$ cat src/hdl/rob_pkg.sv
package rob_pkg;

    // sizes
    localparam int NUM_ARCH   = 32;
    localparam int NUM_PHYS   = 64;
    localparam int ROB_DEPTH  = 16;
    localparam int NUM_CPL    = 3;                    // completion ports
    localparam int FREE_DEPTH = NUM_PHYS - NUM_ARCH;  // regs free after reset

    typedef logic [4:0]  arch_reg_t;
    typedef logic [5:0]  phys_reg_t;
    typedef logic [31:0] word_t;
    typedef logic [31:0] pc_t;
    typedef logic [3:0]  rob_idx_t;
    typedef logic [6:0]  opcode_t;

    localparam opcode_t OPC_STORE = 7'b0100011; // sw class

    // one renamed instruction from upstream
    typedef struct packed {
        logic      valid;
        opcode_t   opcode;
        arch_reg_t dest;
        arch_reg_t src1;
        arch_reg_t src2;
        pc_t       pc;
        word_t     store_data;
    } dispatch_t;

    typedef struct packed {
        phys_reg_t src1;
        phys_reg_t src2;
        phys_reg_t new_dest;
        phys_reg_t old_dest;  // mapping replaced by new_dest
        logic      has_dest;
    } rename_t;

    typedef struct packed {
        logic  valid;
        pc_t   pc;
        word_t data;
    } completion_t;

    typedef struct packed {
        logic      valid;
        logic      is_store;
        arch_reg_t arch_dest;
        phys_reg_t old_phys;  // goes back to the free list
        word_t     value;     // result, or store data for stores
        pc_t       pc;
    } retire_t;

    typedef struct packed {
        logic      valid;
        logic      complete;
        logic      is_store;
        arch_reg_t arch_dest;
        phys_reg_t new_phys;
        phys_reg_t old_phys;
        logic      has_dest;
        word_t     value;
        pc_t       pc;
    } rob_entry_t;

endpackage

$ cat src/hdl/ready_scoreboard.sv
`timescale 1ns/1ps

module ready_scoreboard (
    input  logic                clk,
    input  logic                rstn,
    input  logic                clr,
    input  rob_pkg::phys_reg_t  clr_tag,
    input  logic                cpl_set [rob_pkg::NUM_CPL],
    input  rob_pkg::phys_reg_t  cpl_tag [rob_pkg::NUM_CPL],
    input  rob_pkg::phys_reg_t  src1,
    input  rob_pkg::phys_reg_t  src2,
    output logic                src1_ready,
    output logic                src2_ready
);

    logic [rob_pkg::NUM_PHYS-1:0] ready;  // one bit per phys reg

    assign src1_ready = ready[src1];
    assign src2_ready = ready[src2];

    always_ff @(posedge clk) begin
        if (!rstn) begin
            ready <= '1;  // every mapped value valid out of reset
        end else begin
            if (clr) begin
                ready[clr_tag] <= 1'b0;  // new dest not produced yet
            end
            for (int p = 0; p < rob_pkg::NUM_CPL; p++) begin
                // a fresh allocation of the same tag keeps the clear
                if (cpl_set[p] && !(clr && (cpl_tag[p] == clr_tag))) begin
                    ready[cpl_tag[p]] <= 1'b1;
                end
            end
        end
    end

endmodule

$ cat config.mk
export PLATFORM = sky130hd
export DESIGN_NAME = ready_scoreboard
export DESIGN_NICKNAME = d
export VERILOG_FILES = /design/src/hdl/rob_pkg.sv /design/src/hdl/ready_scoreboard.sv
export SDC_FILE = /design/constraint.sdc
export NUM_CORES = 1
export LEC_CHECK = 0
export ABC_CLOCK_PERIOD_IN_PS = 3800
export BUFFER_PORTS_ARGS = -buffer_cell sky130_fd_sc_hd__buf_2
export CAP_MARGIN = 20
export CORE_MARGIN = 8
export CORE_UTILIZATION = 35
export DETAILED_ROUTE_END_ITERATION = 10
export GPL_ROUTABILITY_DRIVEN = 0
export PLACE_DENSITY = 0.48
export SYNTH_ARGS = -nofsm -noshare
export SYNTH_HDL_FRONTEND = slang
export SYNTH_SLANG_ARGS = --single-unit
$ cat constraint.sdc
create_clock -name clk -period 3.8 [get_ports clk]
set_input_delay 0.76 -clock clk [delete_from_list [all_inputs] [get_ports clk]]
set_output_delay 0.76 -clock clk [all_outputs]
set_load 0.005 [all_outputs]
==> impl_metrics.toml <==
[floorplan]
core_area_um2 = 13930
start_util_pct = 36.00
fp.dieArea_um2 = 18420
die_y_um = 135.7
dieWidth_um = 135.7
io_pins = 44
num_rows = 43

[min_path]
hold_path.class = "reg -> reg"
whs_path_depth = 4
hold_end = "ready[36]$_SDFF_PN1_"
hold_start = "ready[36]$_SDFF_PN1_"

[final_layout]
largestRegisters = "ready (64)"
n_antenna_cell = 0
largest_reg_flops = 64
area_growth_pct = 11.35
multi_input_area_um2 = 3428
fill_cells = 1420
regMostFlops = "ready"
final_cell_count_no_fill = 796
final_area_um2 = 5585
final_nets = 653
seqCellArea_um2 = 1281
drive_above_1_share_pct = 18.34

[synthesis]
yosysTopAreaCell = "dfxtp_1"
synth-seq-area-share_pct = 25.54
syn-num-nets = 649
yosysUniqueCellTypes = 51
synthArstFlopShare_pct = 0
ys_warn_count = 0
syn_area_per_cell_um2 = 8.264
ys_seq_elements = 64
synth_top_area_share_pct = 25.54
synthCells = 607
synth_top_flop_cell = "dfxtp_1"
yosysMostFrequentCell = "nand2_1"
synth_edf_count = 0
synthTopCellsByCount = "nand2_1, o21ai_0, dfxtp_1"
syn_area_um2 = 5016
synth.area.top_cells = "dfxtp_1, mux4_2, o221ai_1, o21ai_0, nand2_1"

[setup_path]
worstPathRequired_ns = 3.04
r2r_cells = 4
worst_ep_arrival_time_ns = 2.53
cpMaxStageDelayCell = "mux4_2"
rr_startpoint = "ready[9]$_SDFF_PN1_"
rr_endpoint = "ready[9]$_SDFF_PN1_"
max_stage_delay_ns = 0.56
path_class = "in -> out"
end_kind = "output port"
regToRegSetupSlack_ns = 2.82
path_cells = "buf_2 > mux4_2 > a22oi_1 > nand3_1 > or3_1 > and3_1 > buf_2"
startpoint_type = "primary input"
path_max_fanout = 17
crit_top_cell = "buf_2"

[clock_tree]
cts_tree = "done"
clockBufferDepth = 2
h-tree-depth = 3
cts_setup_buffers = 0
cts_buffers = 9
cts_sinks = 64
root_buffer = "clkbuf_16"
clk_latency_ns = 0.34
cts_resized = 0
hold_buffers = 0
clk_pin_slew_ns = 0.05

[pwr]
p_per_area_nw_per_um2 = 346.4
leakage_uw = 0.001771
ir_drop_mv = 0.2436

[place]
dp_hpwl_um = 15440
dp_worst_setup_slack_ns = 0.4795
placed_cell_area_um2 = 5229
post-place-cells = 779
port_buffers = 43

[grt]
grt_pass1_vias = 5277
grt_pass1_wl_um = 33890
grt_max_degree = 65
antenna_found_initial = 0
overflow = 0
track_usage_pct = 24.74

[sta]
fmax_mhz = 304.0
slew_headroom_pct = 22.47
setup_violations = 0
finalHoldViolCount = 0
worst_pin_slew_ns = 1.160
drv_slew = 0
rsz0062_at_grt = "no"
finClkSkew_ns = 0
period_minus_slack_ns = 3.289
layout_setup_ws_ns = 0.5108
fin_crit_sh_pct = 86.56
holdWs_ns = 0.6421
tns_ns = 0

[drt]
vias_per_cell = 6.817
wl_per_cell_um = 28.39
drc = 0
postRouteAntennaNets = 0
first_iter_violations = 798
firstDrtPassIters = 5
routed_wl_um = 22600
num_vias = 5426

[job]
drv_cap = 0

[outcome]
status = "finished clean"
[logic make-up (layout without fill, tap and decap cells)]
kind of cell              count (synthesis)  in the layout  synth area share [%]
and+or+nand+nor                         204            204                 20.83
AOI/OAI and AO/OA                       218            218                 29.53
DFF                                      64             64                 25.54
buffers and inverters                    68             77                 6.111
muxes                                    37             37                 15.19
xor gates and xnor gates                 16             16                 2.794
[where the power goes]
group | total, µW | switching [µW] | internal (µW)
sequential | 682 | 5.81 | 676
clock | 960 | 322 | 639
combinational | 292 | 205 | 87.4
total | 1930 | 533 | 1400
[worst max path at each step]
stage               slack (ns)     from    endpoint  depth (start not counted)
finish                    0.51  src2[1]  src2_ready                          7
global route              0.39  src2[0]  src2_ready                          8
CTS                       0.48  src1[1]  src1_ready                          6
detailed placement        0.48  src1[1]  src1_ready                          6
global placement          0.53  src2[1]  src2_ready                          7
floorplan                 0.81  src2[0]  src2_ready                          7
[final cells by class]
cell class / instances / area share [%]
timing repair buffer: 48 / 4.749
inverter: 13 / 0.8737
multi-input combinational: 475 / 61.38
sequential: 64 / 22.94
clock inverter: 6 / 1.927
clock buffer: 10 / 4.099
tap: 180 / 4.032
[per-stage QoR]
stage | power (µW) | util, %
floorplan | 880.6 | -
finish | 1935 | 40.08
global route | 1982 | 40.08
global placement | 975.1 | 37.52
CTS | 1929 | 39.94
detailed placement | 979.0 | 37.52
[placed cells by master, fill, tap and decap left out, types with 13 or more instances in the layout]
master    count
a21oi_1      45
buf_2        43
dfxtp_1      64
inv_1        13
mux4_2       31
nand2_1      90
nand3_1      28
nand3b_1     14
nor2_1       22
o211ai_1     17
o21ai_0      69
o221ai_1     40
[critical path: cells and delay by family]
family                 cells  cell delay (ns)
AOI/OAI and AO/OA          1             0.19
buffers and inverters      2             0.44
muxes                      1             0.56
and+or+nand+nor            3             0.57
[per-layer routing]
layer	vias to the layer above	wire, µm	global-route usage, %
met1	2651	9420	33.35
met3	50	2720	7.901
met4	0	730	9.254
met5	-	0	0
li1	2357	-	-
met2	368	9725	35.92
(Power assumes the default switching activity.)
