`config.mk`:
```
export PLATFORM = sky130hd
export DESIGN_NAME = arch_regfile
export DESIGN_NICKNAME = d
export VERILOG_FILES = /design/src/hdl/rob_pkg.sv /design/src/hdl/arch_regfile.sv
export SDC_FILE = /design/constraint.sdc
export NUM_CORES = 1
export LEC_CHECK = 0
export CORE_MARGIN = 2
export CORE_UTILIZATION = 64
export CTS_BUF_LIST = sky130_fd_sc_hd__clkbuf_16
export CTS_CLUSTER_SIZE = 12
export DETAILED_ROUTE_END_ITERATION = 8
export DONT_BUFFER_PORTS = 1
export PLACE_DENSITY_LB_ADDON = 0.2
export SYNTH_ARGS = -nofsm -noshare
export SYNTH_HDL_FRONTEND = slang
export SYNTH_SLANG_ARGS = --single-unit
```
`constraint.sdc`:
```
create_clock -name clk -period 4.7 [get_ports clk]
set_input_delay 1.41 -clock clk [delete_from_list [all_inputs] [get_ports clk]]
set_output_delay 1.41 -clock clk [all_outputs]
set_load 0.01 [all_outputs]
```
`src/hdl/rob_pkg.sv`:
```
package rob_pkg;

    // sizes
    localparam int NUM_ARCH   = 32;
    localparam int NUM_PHYS   = 64;
    localparam int ROB_DEPTH  = 16;
    localparam int NUM_CPL    = 3;                    // completion ports
    localparam int FREE_DEPTH = NUM_PHYS - NUM_ARCH;  // regs free after reset

    typedef logic [4:0]  arch_reg_t;
    typedef logic [5:0]  phys_reg_t;
    typedef logic [31:0] word_t;
    typedef logic [31:0] pc_t;
    typedef logic [3:0]  rob_idx_t;
    typedef logic [6:0]  opcode_t;

    localparam opcode_t OPC_STORE = 7'b0100011; // sw class

    // one renamed instruction from upstream
    typedef struct packed {
        logic      valid;
        opcode_t   opcode;
        arch_reg_t dest;
        arch_reg_t src1;
        arch_reg_t src2;
        pc_t       pc;
        word_t     store_data;
    } dispatch_t;

    typedef struct packed {
        phys_reg_t src1;
        phys_reg_t src2;
        phys_reg_t new_dest;
        phys_reg_t old_dest;  // mapping replaced by new_dest
        logic      has_dest;
    } rename_t;

    typedef struct packed {
        logic  valid;
        pc_t   pc;
        word_t data;
    } completion_t;

    typedef struct packed {
        logic      valid;
        logic      is_store;
        arch_reg_t arch_dest;
        phys_reg_t old_phys;  // goes back to the free list
        word_t     value;     // result, or store data for stores
        pc_t       pc;
    } retire_t;

    typedef struct packed {
        logic      valid;
        logic      complete;
        logic      is_store;
        arch_reg_t arch_dest;
        phys_reg_t new_phys;
        phys_reg_t old_phys;
        logic      has_dest;
        word_t     value;
        pc_t       pc;
    } rob_entry_t;

endpackage

```
`src/hdl/arch_regfile.sv`:
```
`timescale 1ns/1ps

module arch_regfile (
    input  logic                clk,
    input  logic                rstn,
    input  rob_pkg::retire_t    wr0,
    input  rob_pkg::retire_t    wr1,
    input  rob_pkg::arch_reg_t  raddr,
    output rob_pkg::word_t      rdata
);

    rob_pkg::word_t regs [rob_pkg::NUM_ARCH];  // committed state

    logic we0;
    logic we1;

    assign we0 = wr0.valid && !wr0.is_store && (wr0.arch_dest != '0);
    assign we1 = wr1.valid && !wr1.is_store && (wr1.arch_dest != '0);

    assign rdata = regs[raddr];  // comb read

    always_ff @(posedge clk) begin
        if (!rstn) begin
            for (int i = 0; i < rob_pkg::NUM_ARCH; i++) begin
                regs[i] <= '0;
            end
        end else begin
            if (we0) begin
                regs[wr0.arch_dest] <= wr0.value;
            end
            if (we1) begin
                regs[wr1.arch_dest] <= wr1.value;  // younger, last write wins
            end
        end
    end

endmodule

```
==> key figures <==
Cells and area
  – Finished Layout Cells: ~4600
  – Area grow syn2layout: 8.05%
  – Post-route cell area: 0.0548 sq mm
  – Largest regs: regs: 1024 flops
  – # diodes: 0
  – Share of layout cells above drive strength 1: 0.103
  – Nets: between 3000 and 4000
  – Top reg by flops: regs
  – Max reg flops: between 1000 and 1500

Placement
  – Place WS: ~70 ps
  – Hpwl dp: between 80000 and 90000 um
  – Placed cell area: 0.0519 sq mm
  – Placed instance count: approximately 4400
  – I/O Buffers: 0
  – Final Wtd Congestion: between 0.9 and 1

Detailed routing
  – Routed WL: about 150000 um
  – Drt drc: 0
  – Wire per inst: approximately 33 um
  – Final ANT Viol Nets: 0
  – DR iter-0 viols: 5357
  – Post-DR vias/cell: 7.68
  – First drt pass iteration count: 7
  – DR vias: around 35000

Global route
  – Overflow after GRT: 0
  – Initial antenna violation count: 1
  – Largest net degree at the start of global routing: about 510
  – Number of global-route vias before repair: approximately 35000
  – First-pass GRT wire length: ~220000 um
  – Overall routing resource usage: 0.363

Floorplanning
  – Starting Density: 0.644
  – Chip height: 286 um
  – Die X: approximately 290 um
  – Die area: between 0.08 and 0.09 sq mm
  – I/O pins: ~190
  – Std cell rows: between 100 and 150
  – CORE AREA: ~0.079 sq mm

Setup path
  – WP data arrival: about 3300 ps
  – Crit path launch type: input port
  – CP required: 3290 ps
  – CP Max Fanout: 22
  – Setup CP Type: in -> out
  – Critical Path Sink Type: output port

Power and ir drop
  – Sw Pwr: 4.30 mW
  – Combinational Power Share: 0.067
  – Clock power share: 0.377
  – Seq pwr share: 0.556
  – P_leak: roughly 20 nW
  – Power density cells: ~350 mW/mm^2
  – Tot Pwr: between 15 and 20 mW
  – Max rail drop VDD: 304 uV
  – Internal: approximately 15 mW
  – Switching portion of total power: 0.224

Timing
  – Fin. Hold Viols: 0
  – Maximum clock frequency: roughly 210 MHz
  – Hold WS: between 900 and 1000 ps
  – RSZ-0062 raised after global routing: no
  – Worst-Margin Slew: ~1300 ps
  – Worst rel slew slack: 0.105
  – Share of the clock period used by the worst path: 1.00
  – Final setup viols: 1
  – Final Critical Period: 4700 ps
  – PnR worst setup slack: -2.62 ps
  – Max-slew violations: 0

CTS
  – CTS tree: done
  – Root buf cell: clkbuf_16
  – CTS buffer count: between 100 and 150
  – Clock tree buffer depth: 3
  – Number of cells upsized or downsized after cts: 0
  – Clk slew on worst S/H paths: 60 ps
  – TritonCTS Sinks: between 1000 and 1500
  – CTS H-tree lvls: 3
  – Post-CTS Setup Bufs: 0
  – # hold bufs at CTS: 0

Synthesis
  – Most common cell in the synthesized netlist: a22o_1
  – Mean Syn Cell Area: about 14 sq um
  – Cell Area, Synth: around 0.051 sq mm
  – Most frequent cells after synthesis: 1056 x a22o_1, 1024 x edfxtp_1, 512 x mux2i_1
  – Number of synthesized register bits: approximately 1000
  – Cell taking the most area after synthesis: edfxtp_1
  – Top FF cell, synth: edfxtp_1
  – Seq/Total Area, Yosys: 0.606
  – Ys async rst share: 0
  – Yosys cell types: 35
  – Top post-synthesis cells by area: edfxtp_1 61%, a22o_1 18%, mux2i_1 10%
  – Synth top area share: 0.606
  – Syn Inst Count: 3705
  – Number of synthesized flops with an enable pin: between 1000 and 1500
  – Ys Warns: 0

Outcome
  – Failing checks: negative setup slack
  – Status: complete, but fails checks

Job
  – Max-cap viol count: 0

Hold path
  – Class of the worst hold path: in -> reg
[kinds of logic after synthesis]
| family | count (synthesis) | synth area share |
|---|---|---|
| compound gates | 1311 | 0.215 |
| buf+inv | 531 | 0.0440 |
| simple gates | 326 | 0.0338 |
| mux | 512 | 0.101 |
| other cells | 1 | 0.0000739 |
| flops | 1024 | 0.606 |
[worst paths after layout]
check	from	end	slack (ps)	cells past startpoint
max	raddr[3]	rdata[14]	-3	5
min	wr0[35]	regs[27][3]	930	1
[power groups by stage]
| stage | clock network [mW] | logic [mW] | registers (mW) |
|---|---|---|---|
| finish | 7.24 | 1.29 | 10.7 |
| CTS | 7.24 | 1.25 | 10.7 |
| global route | 7.61 | 1.34 | 10.7 |
| global placement | 0 | 1.22 | 10.8 |
| floorplan | 0 | 1.08 | 10.8 |
| detailed placement | 0 | 1.24 | 10.9 |
[cells in the final DEF (no fill, tap or decap), drive strengths merged]
cell type     n
nand3       100
or3b          5
a21oi        96
clkinv       32
nor3b         1
nand4         1
nand2b        2
o221ai       31
mux2i       512
clkbuf      102
or2           1
buf         141
nand2       102
and3b         1
and2b         1
a22oi        96
a31oi        32
conb         32
a22o       1056
nor2         35
nand3b        7
nor3         63
inv          28
edfxtp     1024
clkinvlp      1
nor2b         3
and2          2
or3           3
[metal layers]
| metal | GRT usage | wire [um] | part of all wire |
|---|---|---|---|
| met1 | 0.469 | 51900 | 0.34 |
| met2 | 0.580 | 71600 | 0.47 |
| met3 | 0.0927 | 20900 | 0.14 |
| met4 | 0.170 | 7240 | 0.048 |
| met5 | 0 | 8 | 0.000053 |
[area by class of cell]
class,count,area [sq um]
Tap cell,1050,1310
Fill cell,5147,23900
Inverter,1,3.75
Timing Repair Buffer,141,1210
Sequential cell,1024,30700
Clock inverter,60,305
Clock buffer,102,2550
Multi-Input combinational cell,2182,18700
[worst max-delay path, cell delays in order]
cell and delay, ps:
or2_2 600, nor3_1 260, a31oi_1 460, nand3_1 300
buf_4 240
[stage by stage]
stage / TNS (ps) / util
3_3_place_gp: 0 / 0.660
4_1_cts: 0 / 0.696
3_5_place_dp: 0 / 0.660
2_1_floorplan: 0 / -
5_1_grt: 0 / 0.696
6_report: -2.62 / 0.696
(Power assumes the default switching activity.)
