File: src/hdl/rob_pkg.sv
package rob_pkg;

    // sizes
    localparam int NUM_ARCH   = 32;
    localparam int NUM_PHYS   = 64;
    localparam int ROB_DEPTH  = 16;
    localparam int NUM_CPL    = 3;                    // completion ports
    localparam int FREE_DEPTH = NUM_PHYS - NUM_ARCH;  // regs free after reset

    typedef logic [4:0]  arch_reg_t;
    typedef logic [5:0]  phys_reg_t;
    typedef logic [31:0] word_t;
    typedef logic [31:0] pc_t;
    typedef logic [3:0]  rob_idx_t;
    typedef logic [6:0]  opcode_t;

    localparam opcode_t OPC_STORE = 7'b0100011; // sw class

    // one renamed instruction from upstream
    typedef struct packed {
        logic      valid;
        opcode_t   opcode;
        arch_reg_t dest;
        arch_reg_t src1;
        arch_reg_t src2;
        pc_t       pc;
        word_t     store_data;
    } dispatch_t;

    typedef struct packed {
        phys_reg_t src1;
        phys_reg_t src2;
        phys_reg_t new_dest;
        phys_reg_t old_dest;  // mapping replaced by new_dest
        logic      has_dest;
    } rename_t;

    typedef struct packed {
        logic  valid;
        pc_t   pc;
        word_t data;
    } completion_t;

    typedef struct packed {
        logic      valid;
        logic      is_store;
        arch_reg_t arch_dest;
        phys_reg_t old_phys;  // goes back to the free list
        word_t     value;     // result, or store data for stores
        pc_t       pc;
    } retire_t;

    typedef struct packed {
        logic      valid;
        logic      complete;
        logic      is_store;
        arch_reg_t arch_dest;
        phys_reg_t new_phys;
        phys_reg_t old_phys;
        logic      has_dest;
        word_t     value;
        pc_t       pc;
    } rob_entry_t;

endpackage

File: src/hdl/free_list.sv
`timescale 1ns/1ps

module free_list (
    input  logic                clk,
    input  logic                rstn,
    input  logic                pop,
    output rob_pkg::phys_reg_t  free_tag,
    input  rob_pkg::retire_t    push0,
    input  rob_pkg::retire_t    push1
);

    localparam int PTR_W = $clog2(rob_pkg::FREE_DEPTH);

    rob_pkg::phys_reg_t slots [rob_pkg::FREE_DEPTH];

    logic [PTR_W-1:0] head;  // next tag handed out
    logic [PTR_W-1:0] tail;  // next free slot to fill
    logic             push0_en;
    logic             push1_en;
    logic [PTR_W-1:0] push1_ptr;

    // only retires that actually renamed a register give one back
    assign push0_en = push0.valid && !push0.is_store && (push0.arch_dest != '0);
    assign push1_en = push1.valid && !push1.is_store && (push1.arch_dest != '0);

    // second push lands behind the first when both fire
    assign push1_ptr = push0_en ? tail + PTR_W'(1) : tail;

    assign free_tag = slots[head];

    // never runs empty with at most 16 dests in flight against 32 entries
    always_ff @(posedge clk) begin
        if (!rstn) begin
            head <= '0;
            tail <= '0;  // tail wrapped onto head of a full queue
            for (int i = 0; i < rob_pkg::FREE_DEPTH; i++) begin
                slots[i] <= rob_pkg::phys_reg_t'(rob_pkg::FREE_DEPTH + i);  // phys 32..63
            end
        end else begin
            if (pop) begin
                head <= head + PTR_W'(1);
            end
            if (push0_en) begin
                slots[tail] <= push0.old_phys;
            end
            if (push1_en) begin
                slots[push1_ptr] <= push1.old_phys;
            end
            tail <= tail + PTR_W'(push0_en) + PTR_W'(push1_en);
        end
    end

endmodule

File: config.mk
export PLATFORM = sky130hd
export DESIGN_NAME = free_list
export DESIGN_NICKNAME = d
export VERILOG_FILES = /design/src/hdl/rob_pkg.sv /design/src/hdl/free_list.sv
export SDC_FILE = /design/constraint.sdc
export NUM_CORES = 1
export LEC_CHECK = 0
export BUFFER_PORTS_ARGS = -buffer_cell sky130_fd_sc_hd__buf_2
export CORE_MARGIN = 8
export CORE_UTILIZATION = 30
export CTS_CLUSTER_DIAMETER = 30
export DETAILED_ROUTE_END_ITERATION = 12
export PLACE_DENSITY = 0.54
export SETUP_SLACK_MARGIN = 0.2
export SLEW_MARGIN = 20
export SYNTH_ARGS = -nofsm -noshare
export SYNTH_HDL_FRONTEND = slang
export SYNTH_SLANG_ARGS = --single-unit
File: constraint.sdc
create_clock -name clk -period 2.6 [get_ports clk]
set_clock_uncertainty 0.1 [all_clocks]
set_input_delay 0.52 -clock clk [delete_from_list [all_inputs] [get_ports clk]]
set_output_delay 0.52 -clock clk [all_outputs]
set_load 0.03 [all_outputs]
==> results of run 1 <==
[cell usage in the layout, fill, tap and decap left out, types with 6 or more instances in the layout]
master,count
buf_8,6
inv_1,8
mux2_2,48
nand3_4,15
buf_4,185
o211ai_1,18
dfxtp_1,9
o22ai_1,9
o21ai_0,9
o31ai_1,6
mux4_2,60
clkinv_2,7
nand3_1,28
nor2_4,6
bufinv_16,10
edfxtp_1,192
nand2_1,80
or2_4,7
mux2i_1,11
mux2_4,72
nor2_1,76
and2_1,18
nor3_1,16
buf_6,42
a22oi_1,21
nand4_1,10
clkbuf_16,52
a31oi_1,7
buf_2,28
buf_12,29
[routing by layer]
layer  wire [um]  up-vias  GRT usage  part of all wire
met3        3330      107     0.0383             0.073
met4        2370        0     0.0922             0.052
met2       21000      437      0.290              0.46
met1       18700     4854      0.246              0.41
li1            -     4236          -                 -
met5           0        -          0                 0
[path summary, 6_finish.rpt]
check                from            to  cells after the start
hold reg to reg   head[1]          flop                      2
hold / removal        pop          flop                      3
setup / recovery     flop   free_tag[4]                      5
setup reg to reg  tail[0]  slots[20][5]                      8
[power by group through the flow]
stage                     clock network [mW]  registers, mW  logic, mW
final                                   6.33           3.75       1.31
after global routing                    6.54           3.76       1.38
after CTS                               6.38           3.75       1.21
after detailed placement                   0           3.80       1.07
after global placement                     0           3.80       1.07
after floorplan                            0           3.79      0.617
[registers in the layout, summed over array words and instances (netlist names), named ones only]
| register | flops |
|---|---|
| head | 5 |
| slots | 192 |
| tail | 5 |
[per-stage QoR]
stage	total power [mW]	setup TNS, ns	utilization	std cells	setup WS (ns)
floorplan	4.41	0	-	954	0.0301
global placement	4.87	-109.93	0.368	1643	-0.629
detailed placement	4.88	-113.40	0.368	1643	-0.632
CTS	11.3	-4.93	0.427	1749	-0.847
global route	11.7	-5.07	0.451	1772	-0.860
finish	11.4	-4.77	0.451	1772	-0.825
[critical path, stage by stage, from the launching register on]
cell and delay (ns):
dfxtp_4 0.48, buf_12 0.18, mux4_2 0.57, mux4_2 0.58, mux2_4 0.30, buf_6 0.14
[area by class of cell]
cell class	count	area [um^2]	area share
clock inverter	31	433	0.0242
tap	525	657	0.0367
timing repair buffer	295	2800	0.156
inverter	12	52.6	0.00293
multi-input combinational	648	6630	0.370
clock buffer	54	1250	0.0701
sequential	207	6080	0.340
[what timing repair did]
item / in CTS / in global routing
pin swaps: 20 / 46
buffers inserted: 19 / 20
gates cloned: 2 / 3
setup endpoints to repair: 380 / 250
resized for setup: 79 / 144
[kinds of logic after synthesis]
kind of cell	count (synthesis)
and+or+nand+nor	313
xor gates and xnor gates	9
buffers and inverters	99
AOI/OAI and AO/OA	128
DFF	207
muxes	191
adders and majority gates	7
==> out/qor.txt, run 1 <==
Reg clk slew, reported paths: 0.05 ns
Mapped Area: 12100 um^2
# hold bufs at CTS: 0
# fillers: 3532
Mapped Nets: 1118
First-pass GRT wire length: 65100 um
FP Rows: 73
Max-slew headroom: 0.465
DRT Pass-1 Iters: 5
CTS Buffer Depth: 3
Gr usage total: 0.187
Vias in the first global route: 9720
PD cells: 636 nW/um^2
Max Cap Viol: 0
GRT overflow: 0
Post-synthesis cell type count: 72
Final WL: 45500 um
Fin crit period: 3.42 ns
Sw Share: 0.233
Ranking of synthesized cells by area: edfxtp_1 48%, mux4_2 11%, mux2_2 10%, nand2_1 2.6%, nor2_1 2.6%
Starting density of the core: 0.303
Setup crit end kind: output pin
Status: complete, but fails checks
Flop pwr share: 0.329
Critical path peak fanout: 7
Synth Area in Adders: 0.00789
H-tree levels: 2
DRT antenna net count: 0
Hpwl dp: 32600 um
Total CTS buffers: 46
Fmax: 292 MHz
Die Width: 216 um
Die height: 216 um
Final setup violating endpoints: 6
Synth top cells by count: 192 x edfxtp_1, 112 x mux2_2, 83 x nand2_1, 83 x nor2_1, 60 x mux4_2
Post-synthesis async set-or-reset flop share: 0
Area delta synth->final: 48.6%
IO Count: 163
RSZ-0062 raised after global routing: yes
Drt initial violations: 1039
FF+latch count, synth: 207
Synth Area in Simple Gates: 0.129
Mux cell area share after synthesis: 0.236
Hold Path Class: in2reg
Routed vias: 9634
Post-Synth XOR/XNOR Area: 0.00654
Placed cell areas: 14600 um^2
Layout Nets: 1374
Top-count cell post-synth: edfxtp_1
Switch Pwr: 2.66 mW
Final worst slack: -0.825 ns
Failing checks: setup timing
Logic pwr share: 0.115
CTS sink cnt: 207
Initial antenna violation count: 0
Core Region: 39700 um^2
Hold Worst Slack: 0.283 ns
DR WL/cell: 25.7 um
Critical path type: reg2out
Synth top area share: 0.478
Synth Area in Compound Gates: 0.0815
Synth Area per Inst: 12.6 um^2
Cell area after layout: 17900 um^2
P_int: 8.74 mW
Fraction of layout cells with a size suffix above 1: 0.538
Latest clock arrival within the worst-skew pair: 0.54 ns
Root Driver: clkbuf_16
Largest family of logic cells by synthesized area: multiplexers
Startpoint types: flop
Seq/Total Area, Yosys: 0.503
IO buf count: 34
Die area: 46800 um^2
Worst-Margin Slew: 0.800 ns
Mapped Cells: 954
Final Hold Fails: 0
Post-synth EDFFs: 192
Vias per inst: 5.44
Number of diodes: 0
R2r setup slk: 0.07 ns
Worst vdd ir: 0.454 mV
Largest net degree at the start of global routing: 45
Clock power share: 0.556
Leak pwr: 5.97 nW
Synth Warn #: 0
Area leader, netlist: edfxtp_1
WP data arrival: 2.80 ns
Final period utilization: 1.32
CP required: 1.98 ns
Final Slew Violations: 0
CTS tree: yes
Routability Congestion: 0.933
Synth Flop Type: edfxtp_1
DR DRC count: 0
(Power assumes the default switching activity.)
==> run 2, diff against run 1 <==
==> constraint.sdc (replaced) <==
create_clock -name clk -period 2.6 [get_ports clk]
set_clock_uncertainty 0.1 [all_clocks]
set_input_delay 0.65 -clock clk [delete_from_list [all_inputs] [get_ports clk]]
set_output_delay 0.65 -clock clk [all_outputs]
set_load 0.03 [all_outputs]
==> run 2 against run 1 <==
Effect of this change:
- the flow still finishes with violations (setup timing)
- final cell count grew 1.5%
- sequential cell count is the same
- maximum frequency shrank 2.2%
==> out/qor.txt, run 2 (synthesis gave the netlist of run 1 again) <==
Status: complete, but fails checks
Failing checks: setup timing
Worst-Margin Slew: 0.835 ns (+0.0350 ns)
Placed cell areas: 14800 um^2 (+1.6%)
Final setup violating endpoints: 6 (unchanged)
Starting density of the core: 0.303 (unchanged)
Pwr Total: 10.7 mW (-6.5%)
Cell mode on critical path: mux4_2
H-tree levels: 2 (unchanged)
CTS tree: yes
WP data arrival: 2.75 ns (-0.05 ns)
Die Width: 216 um (unchanged)
Drt initial violations: 1000 (-3.8%)
Reg clk slew, reported paths: 0.04 ns (about the same)
Core Region: 39700 um^2 (unchanged)
Final Hold Fails: 0 (unchanged)
Final WL: 46800 um (+2.9%)
Setup TNS: -5.33 ns (-0.561 ns)
CTS sink cnt: 207 (unchanged)
Max Cap Viol: 0 (unchanged)
Final Non-Filler Cells: 1799 (+1.5%)
IO buf count: 34 (unchanged)
Fmax: 286 MHz (-2.2%)
Critical path peak fanout: 7 (unchanged)
Fin crit period: 3.50 ns (+0.0759 ns)
Final worst slack: -0.901 ns (-0.0759 ns)
Vias in the first global route: 9926 (+2.1%)
Latest clock arrival within the worst-skew pair: 0.53 ns (about the same)
Vias per inst: 5.51 (+1.4%)
DRT Pass-1 Iters: 5 (unchanged)
First-pass GRT wire length: 66900 um (+2.7%)
Critical path type: reg2out
Most common cell after layout, fill and taps aside: edfxtp_1
Layout Nets: 1407 (+2.4%)
Setup crit end kind: output pin
Biggest regs: slots (192), head (5), tail (5)
Die area: 46800 um^2 (unchanged)
Crit path largest cell delay: 0.59 ns (about the same)
R2r setup slk: 0.04 ns (-0.03 ns)
Final period utilization: 1.35 (+0.0292)
DR DRC count: 0 (unchanged)
CP required: 1.85 ns (-0.13 ns)
RSZ-0062 raised after global routing: yes
Worst-path cell chain: buf_12 > mux4_2 > mux4_2 > mux2_4 > buf_6
Worst vdd ir: 0.476 mV (+4.9%)
Routability Congestion: 0.883 (-5.4%)
Final Slew Violations: 0 (unchanged)
PD cells: 578 nW/um^2 (-9.2%)
Number of diodes: 0 (unchanged)
Hold Worst Slack: 0.416 ns (+0.133 ns)
Flop pwr share: 0.351 (+0.022)
# fillers: 3506 (-0.74%)
Largest net degree at the start of global routing: 50 (+11%)
Fraction of layout cells with a size suffix above 1: 0.570 (+0.0318)
Hold Path Class: in2reg
Max reg flops: 192 (unchanged)
Routed vias: 9915 (+2.9%)
Critical path buffers and inverters: 2 (unchanged)
Cells after DPL: 1655 (+0.73%)
Startpoint types: flop
GRT overflow: 0 (unchanged)
Top reg by flops: slots
FP Rows: 73 (unchanged)
DRT antenna net count: 0 (unchanged)
Area delta synth->final: 52.9%
CP max-delay cell: mux4_2
Total CTS buffers: 43 (-6.5%)
Cell area after layout: 18400 um^2 (+2.9%)
DR WL/cell: 26.0 um (+1.3%)
Sw Share: 0.245 (+0.0115)
Clock power share: 0.514 (-0.042)
Root Driver: clkbuf_16
Gr usage total: 0.191 (+0.00435)
Logic pwr share: 0.134 (+0.019)
CTS Buffer Depth: 3 (unchanged)
Max-slew headroom: 0.443 (-0.0216)
CP top delay family: multiplexers
Worst slack, placed: -0.734 ns (-0.102 ns)
Die height: 216 um (unchanged)
Hpwl dp: 32800 um (+0.90%)
IO Count: 163 (unchanged)
P_int: 8.05 mW (-7.9%)
Leak pwr: 6.24 nW (+4.5%)
Initial antenna violation count: 1 (+1)
Core Util, Final: 0.464 (+0.0132)
Switch Pwr: 2.61 mW (-1.9%)
Most frequent cells in the layout: 192 x edfxtp_1, 188 x buf_4, 101 x mux2_4, 78 x nand2_1, 73 x nor2_1
==> run 2: power by group through the flow <==
stage | sequential (mW) | combinational, mW | clock (mW)
floorplan | 3.79 | 0.627 | 0
detailed placement | 3.80 | 1.13 | 0
global placement | 3.80 | 1.12 | 0
finish | 3.74 | 1.43 | 5.48
CTS | 3.74 | 1.31 | 5.52
global route | 3.75 | 1.49 | 5.69
==> run 2: path summary, 6_finish.rpt <==
path         startpoint          end  cells past startpoint
max                flop  free_tag[4]                      5
min                 pop         flop                      3
max reg2reg     tail[0]  slots[8][0]                     11
min reg2reg     head[1]         flop                      2
==> run 2: layout make-up <==
type	instances	area [um^2]	area share
clock buffers	50	1120	0.0610
clock inverters	26	312	0.0169
multi-input cells	648	6980	0.379
well taps	525	657	0.0356
flip-flops and latches	207	6080	0.330
inverters	12	52.6	0.00285
repair buffers	331	3230	0.175
==> run 2: worst min-delay path, stage by stage <==
cell	delay (ns)
buf_2	0.14
mux2i_1	0.09
nor2b_1	0.13
==> run 2: layer usage <==
| metal | track usage | share of wire | up-vias |
|---|---|---|---|
| li1 | - | - | 4297 |
| met1 | 0.249 | 0.40 | 4964 |
| met2 | 0.309 | 0.47 | 521 |
| met3 | 0.0323 | 0.081 | 131 |
| met4 | 0.0868 | 0.046 | 2 |
| met5 | 0 | 0.00026 | - |
==> run 2: repair_timing <==
action	4_1_cts	5_1_grt
buffers inserted	34	30
hold buffers	0	0
setup endpoints to repair	381	333
pin swaps	36	52
hold endpoints to repair	0	0
resized for setup	158	169
cloned	3	1
==> run 3, diff against run 2 <==
--- a/config.mk
+++ b/config.mk
@@ -12,4 +12,4 @@
 export DETAILED_ROUTE_END_ITERATION = 12
+export HOLD_SLACK_MARGIN = 0.06
 export PLACE_DENSITY = 0.54
-export SETUP_SLACK_MARGIN = 0.2
 export SLEW_MARGIN = 20
==> constraint.sdc (replaced) <==
create_clock -name clk -period 2.6 [get_ports clk]
set_clock_uncertainty 0.1 [all_clocks]
set_input_delay 0.13 -clock clk [delete_from_list [all_inputs] [get_ports clk]]
set_output_delay 0.13 -clock clk [all_outputs]
set_load 0.03 [all_outputs]
==> run 3 against run 2 <==
Effect of this change:
- final cell count down 5.8%
- sequential share of layout area up 5.2 points
- combinational power is 20% lower
- the flow still finishes with violations (setup timing)
- clock-buffer cell count fell by 8
- final area fell by 14%
- register-to-register slack gained 0.02 ns
- critical path type unchanged
- core utilization down 6.4 points
==> out/qor.txt, run 3 (synthesis gave the netlist of run 1 again) <==
Reg clk slew, reported paths: 0.05 ns (about the same)
Total CTS buffers: 41 (-4.7%)
Routed vias: 9429 (-4.9%)
DRT Pass-1 Iters: 6 (+1)
Latest clock arrival within the worst-skew pair: 0.54 ns (about the same)
Status: complete, but fails checks
Sw Share: 0.248 (+0.00365)
Fmax: 333 MHz (+17%)
Final Slew Violations: 0 (unchanged)
Worst-Margin Slew: 0.731 ns (-0.104 ns)
Cells after DPL: 1605 (-3.0%)
Critical path buffers and inverters: 3 (+1)
Logic pwr share: 0.112 (-0.022)
Critical path type: reg2out
Vias in the first global route: 9369 (-5.6%)
Final worst slack: -0.402 ns (+0.498 ns)
Die Width: 216 um (unchanged)
Gr busiest metal: met2
Critical path peak fanout: 5 (-2)
Die area: 46800 um^2 (unchanged)
Final setup violating endpoints: 6 (unchanged)
Area delta synth->final: 32.0%
DR WL/cell: 26.3 um (+1.1%)
Setup TNS: -2.29 ns (+3.04 ns)
CTS Buffer Depth: 3 (unchanged)
Max Cap Viol: 0 (unchanged)
Worst slack, placed: -0.110 ns (+0.624 ns)
Setup crit end kind: output pin
Final WL: 44500 um (-4.8%)
Hpwl dp: 30900 um (-6.0%)
Pwr Total: 10.3 mW (-3.6%)
CP top delay family: multiplexers
Leak pwr: 5.08 nW (-19%)
Hold Path Class: in2reg
Met1 GRT Util: 0.238 (-0.0109)
IO Count: 163 (unchanged)
Largest net degree at the start of global routing: 48 (-4.0%)
GRT overflow: 0 (unchanged)
CTS sink cnt: 207 (unchanged)
Die height: 216 um (unchanged)
DRT antenna net count: 0 (unchanged)
CP max-delay cell: mux4_2
PD cells: 646 nW/um^2 (+12%)
Root Driver: clkbuf_16
Fraction of layout cells with a size suffix above 1: 0.458 (-0.112)
Drt initial violations: 1076 (+7.6%)
Routability Congestion: 0.936 (+6.0%)
Final Hold Fails: 0 (unchanged)
Most frequent cells in the layout: 192 x edfxtp_1, 169 x buf_4, 102 x mux2_2, 82 x nor2_1, 81 x nand2_1
Vias per inst: 5.57 (+0.99%)
Final period utilization: 1.15 (-0.192)
WP data arrival: 2.77 ns (+0.02 ns)
Flop pwr share: 0.364 (+0.013)
Max-slew headroom: 0.511 (+0.0675)
First-pass GRT wire length: 63500 um (-5.1%)
H-tree levels: 2 (unchanged)
P_int: 7.72 mW (-4.1%)
Worst vdd ir: 0.510 mV (+7.0%)
Crit path largest cell delay: 0.55 ns (-0.04 ns)
FP Rows: 73 (unchanged)
Worst-path cell chain: buf_6 > buf_12 > mux4_2 > mux4_2 > mux2_4 > buf_6
DR DRC count: 0 (unchanged)
Clock power share: 0.524 (+0.010)
Layout Nets: 1303 (-7.4%)
Number of diodes: 0 (unchanged)
Initial antenna violation count: 0 (-1)
RSZ-0062 raised after global routing: yes
Max reg flops: 192 (unchanged)
Starting density of the core: 0.303 (unchanged)
Met2 Use GR: 0.309 (about the same)
Failing checks: setup timing
IO buf count: 34 (unchanged)
Biggest regs: slots (192), head (5), tail (5)
Core Region: 39700 um^2 (unchanged)
Switch Pwr: 2.55 mW (-2.2%)
CTS tree: yes
Final Non-Filler Cells: 1694 (-5.8%)
Gr usage total: 0.183 (-0.00811)
Most common cell after layout, fill and taps aside: edfxtp_1
Fin crit period: 3.00 ns (-0.498 ns)
Startpoint types: flop
Top reg by flops: slots
CP required: 2.37 ns (+0.52 ns)
Met3 Use GR: 0.0260 (-0.00627)
==> run 3: layout make-up <==
type                       instances  area (um^2)
fill                            3793        23800
sequential                       207         6080
multi-input combinational        648         5790
timing repair buffer             229         1940
clock buffer                      42         1030
tap                              525          657
clock inverter                    31          373
inverter                          12         46.3
==> run 3: worst register-to-register path, delay by kind of cell, from the launching register on <==
| family | cells | cell delay (ns) |
|---|---|---|
| muxes | 1 | 0.34 |
| and+or+nand+nor | 1 | 0.15 |
| adders and majority gates | 1 | 0.17 |
| DFF | 1 | 0.36 |
| AOI/OAI and AO/OA | 3 | 0.58 |
| buffers and inverters | 4 | 0.62 |
==> run 3: final timing paths <==
path | end | start | slack (ns) | cells past startpoint
setup reg to reg | slots[5][4] | tail[0] | 0.06 | 10
setup / recovery | free_tag[3] | flop | -0.40 | 6
hold / removal | tail[0] | push1[76] | 0.11 | 5
hold reg to reg | flop | head[1] | 0.47 | 2
==> run 3: power groups by stage <==
stage	clock network, mW	registers [mW]	logic [mW]
floorplan	0	3.79	0.551
global placement	0	3.79	0.996
finish	5.38	3.74	1.15
detailed placement	0	3.80	1.00
global route	5.56	3.74	1.20
CTS	5.43	3.74	1.12
==> run 3: through the flow <==
step,cell area [um^2],utilization,hold WS [ns]
finish,15900,0.400,0.108
global route,15900,0.400,0.121
CTS,15700,0.395,0.101
detailed placement,14000,0.352,0.444
global placement,14000,0.352,0.434
floorplan,12100,-,0.232
==> run 3: repair_timing <==
item,CTS,global route
hold buffers,4,0
cloned,4,2
pin swaps,1,6
setup buffers,4,2
setup endpoints to repair,92,176
gates resized for setup,34,37
endpoints found under the hold margin,13,0
==> run 3: layer usage <==
| layer | share of wire | vias to the layer above |
|---|---|---|
| met3 | 0.067 | 85 |
| li1 | - | 4092 |
| met4 | 0.034 | 0 |
| met5 | 0 | - |
| met2 | 0.49 | 441 |
| met1 | 0.41 | 4811 |
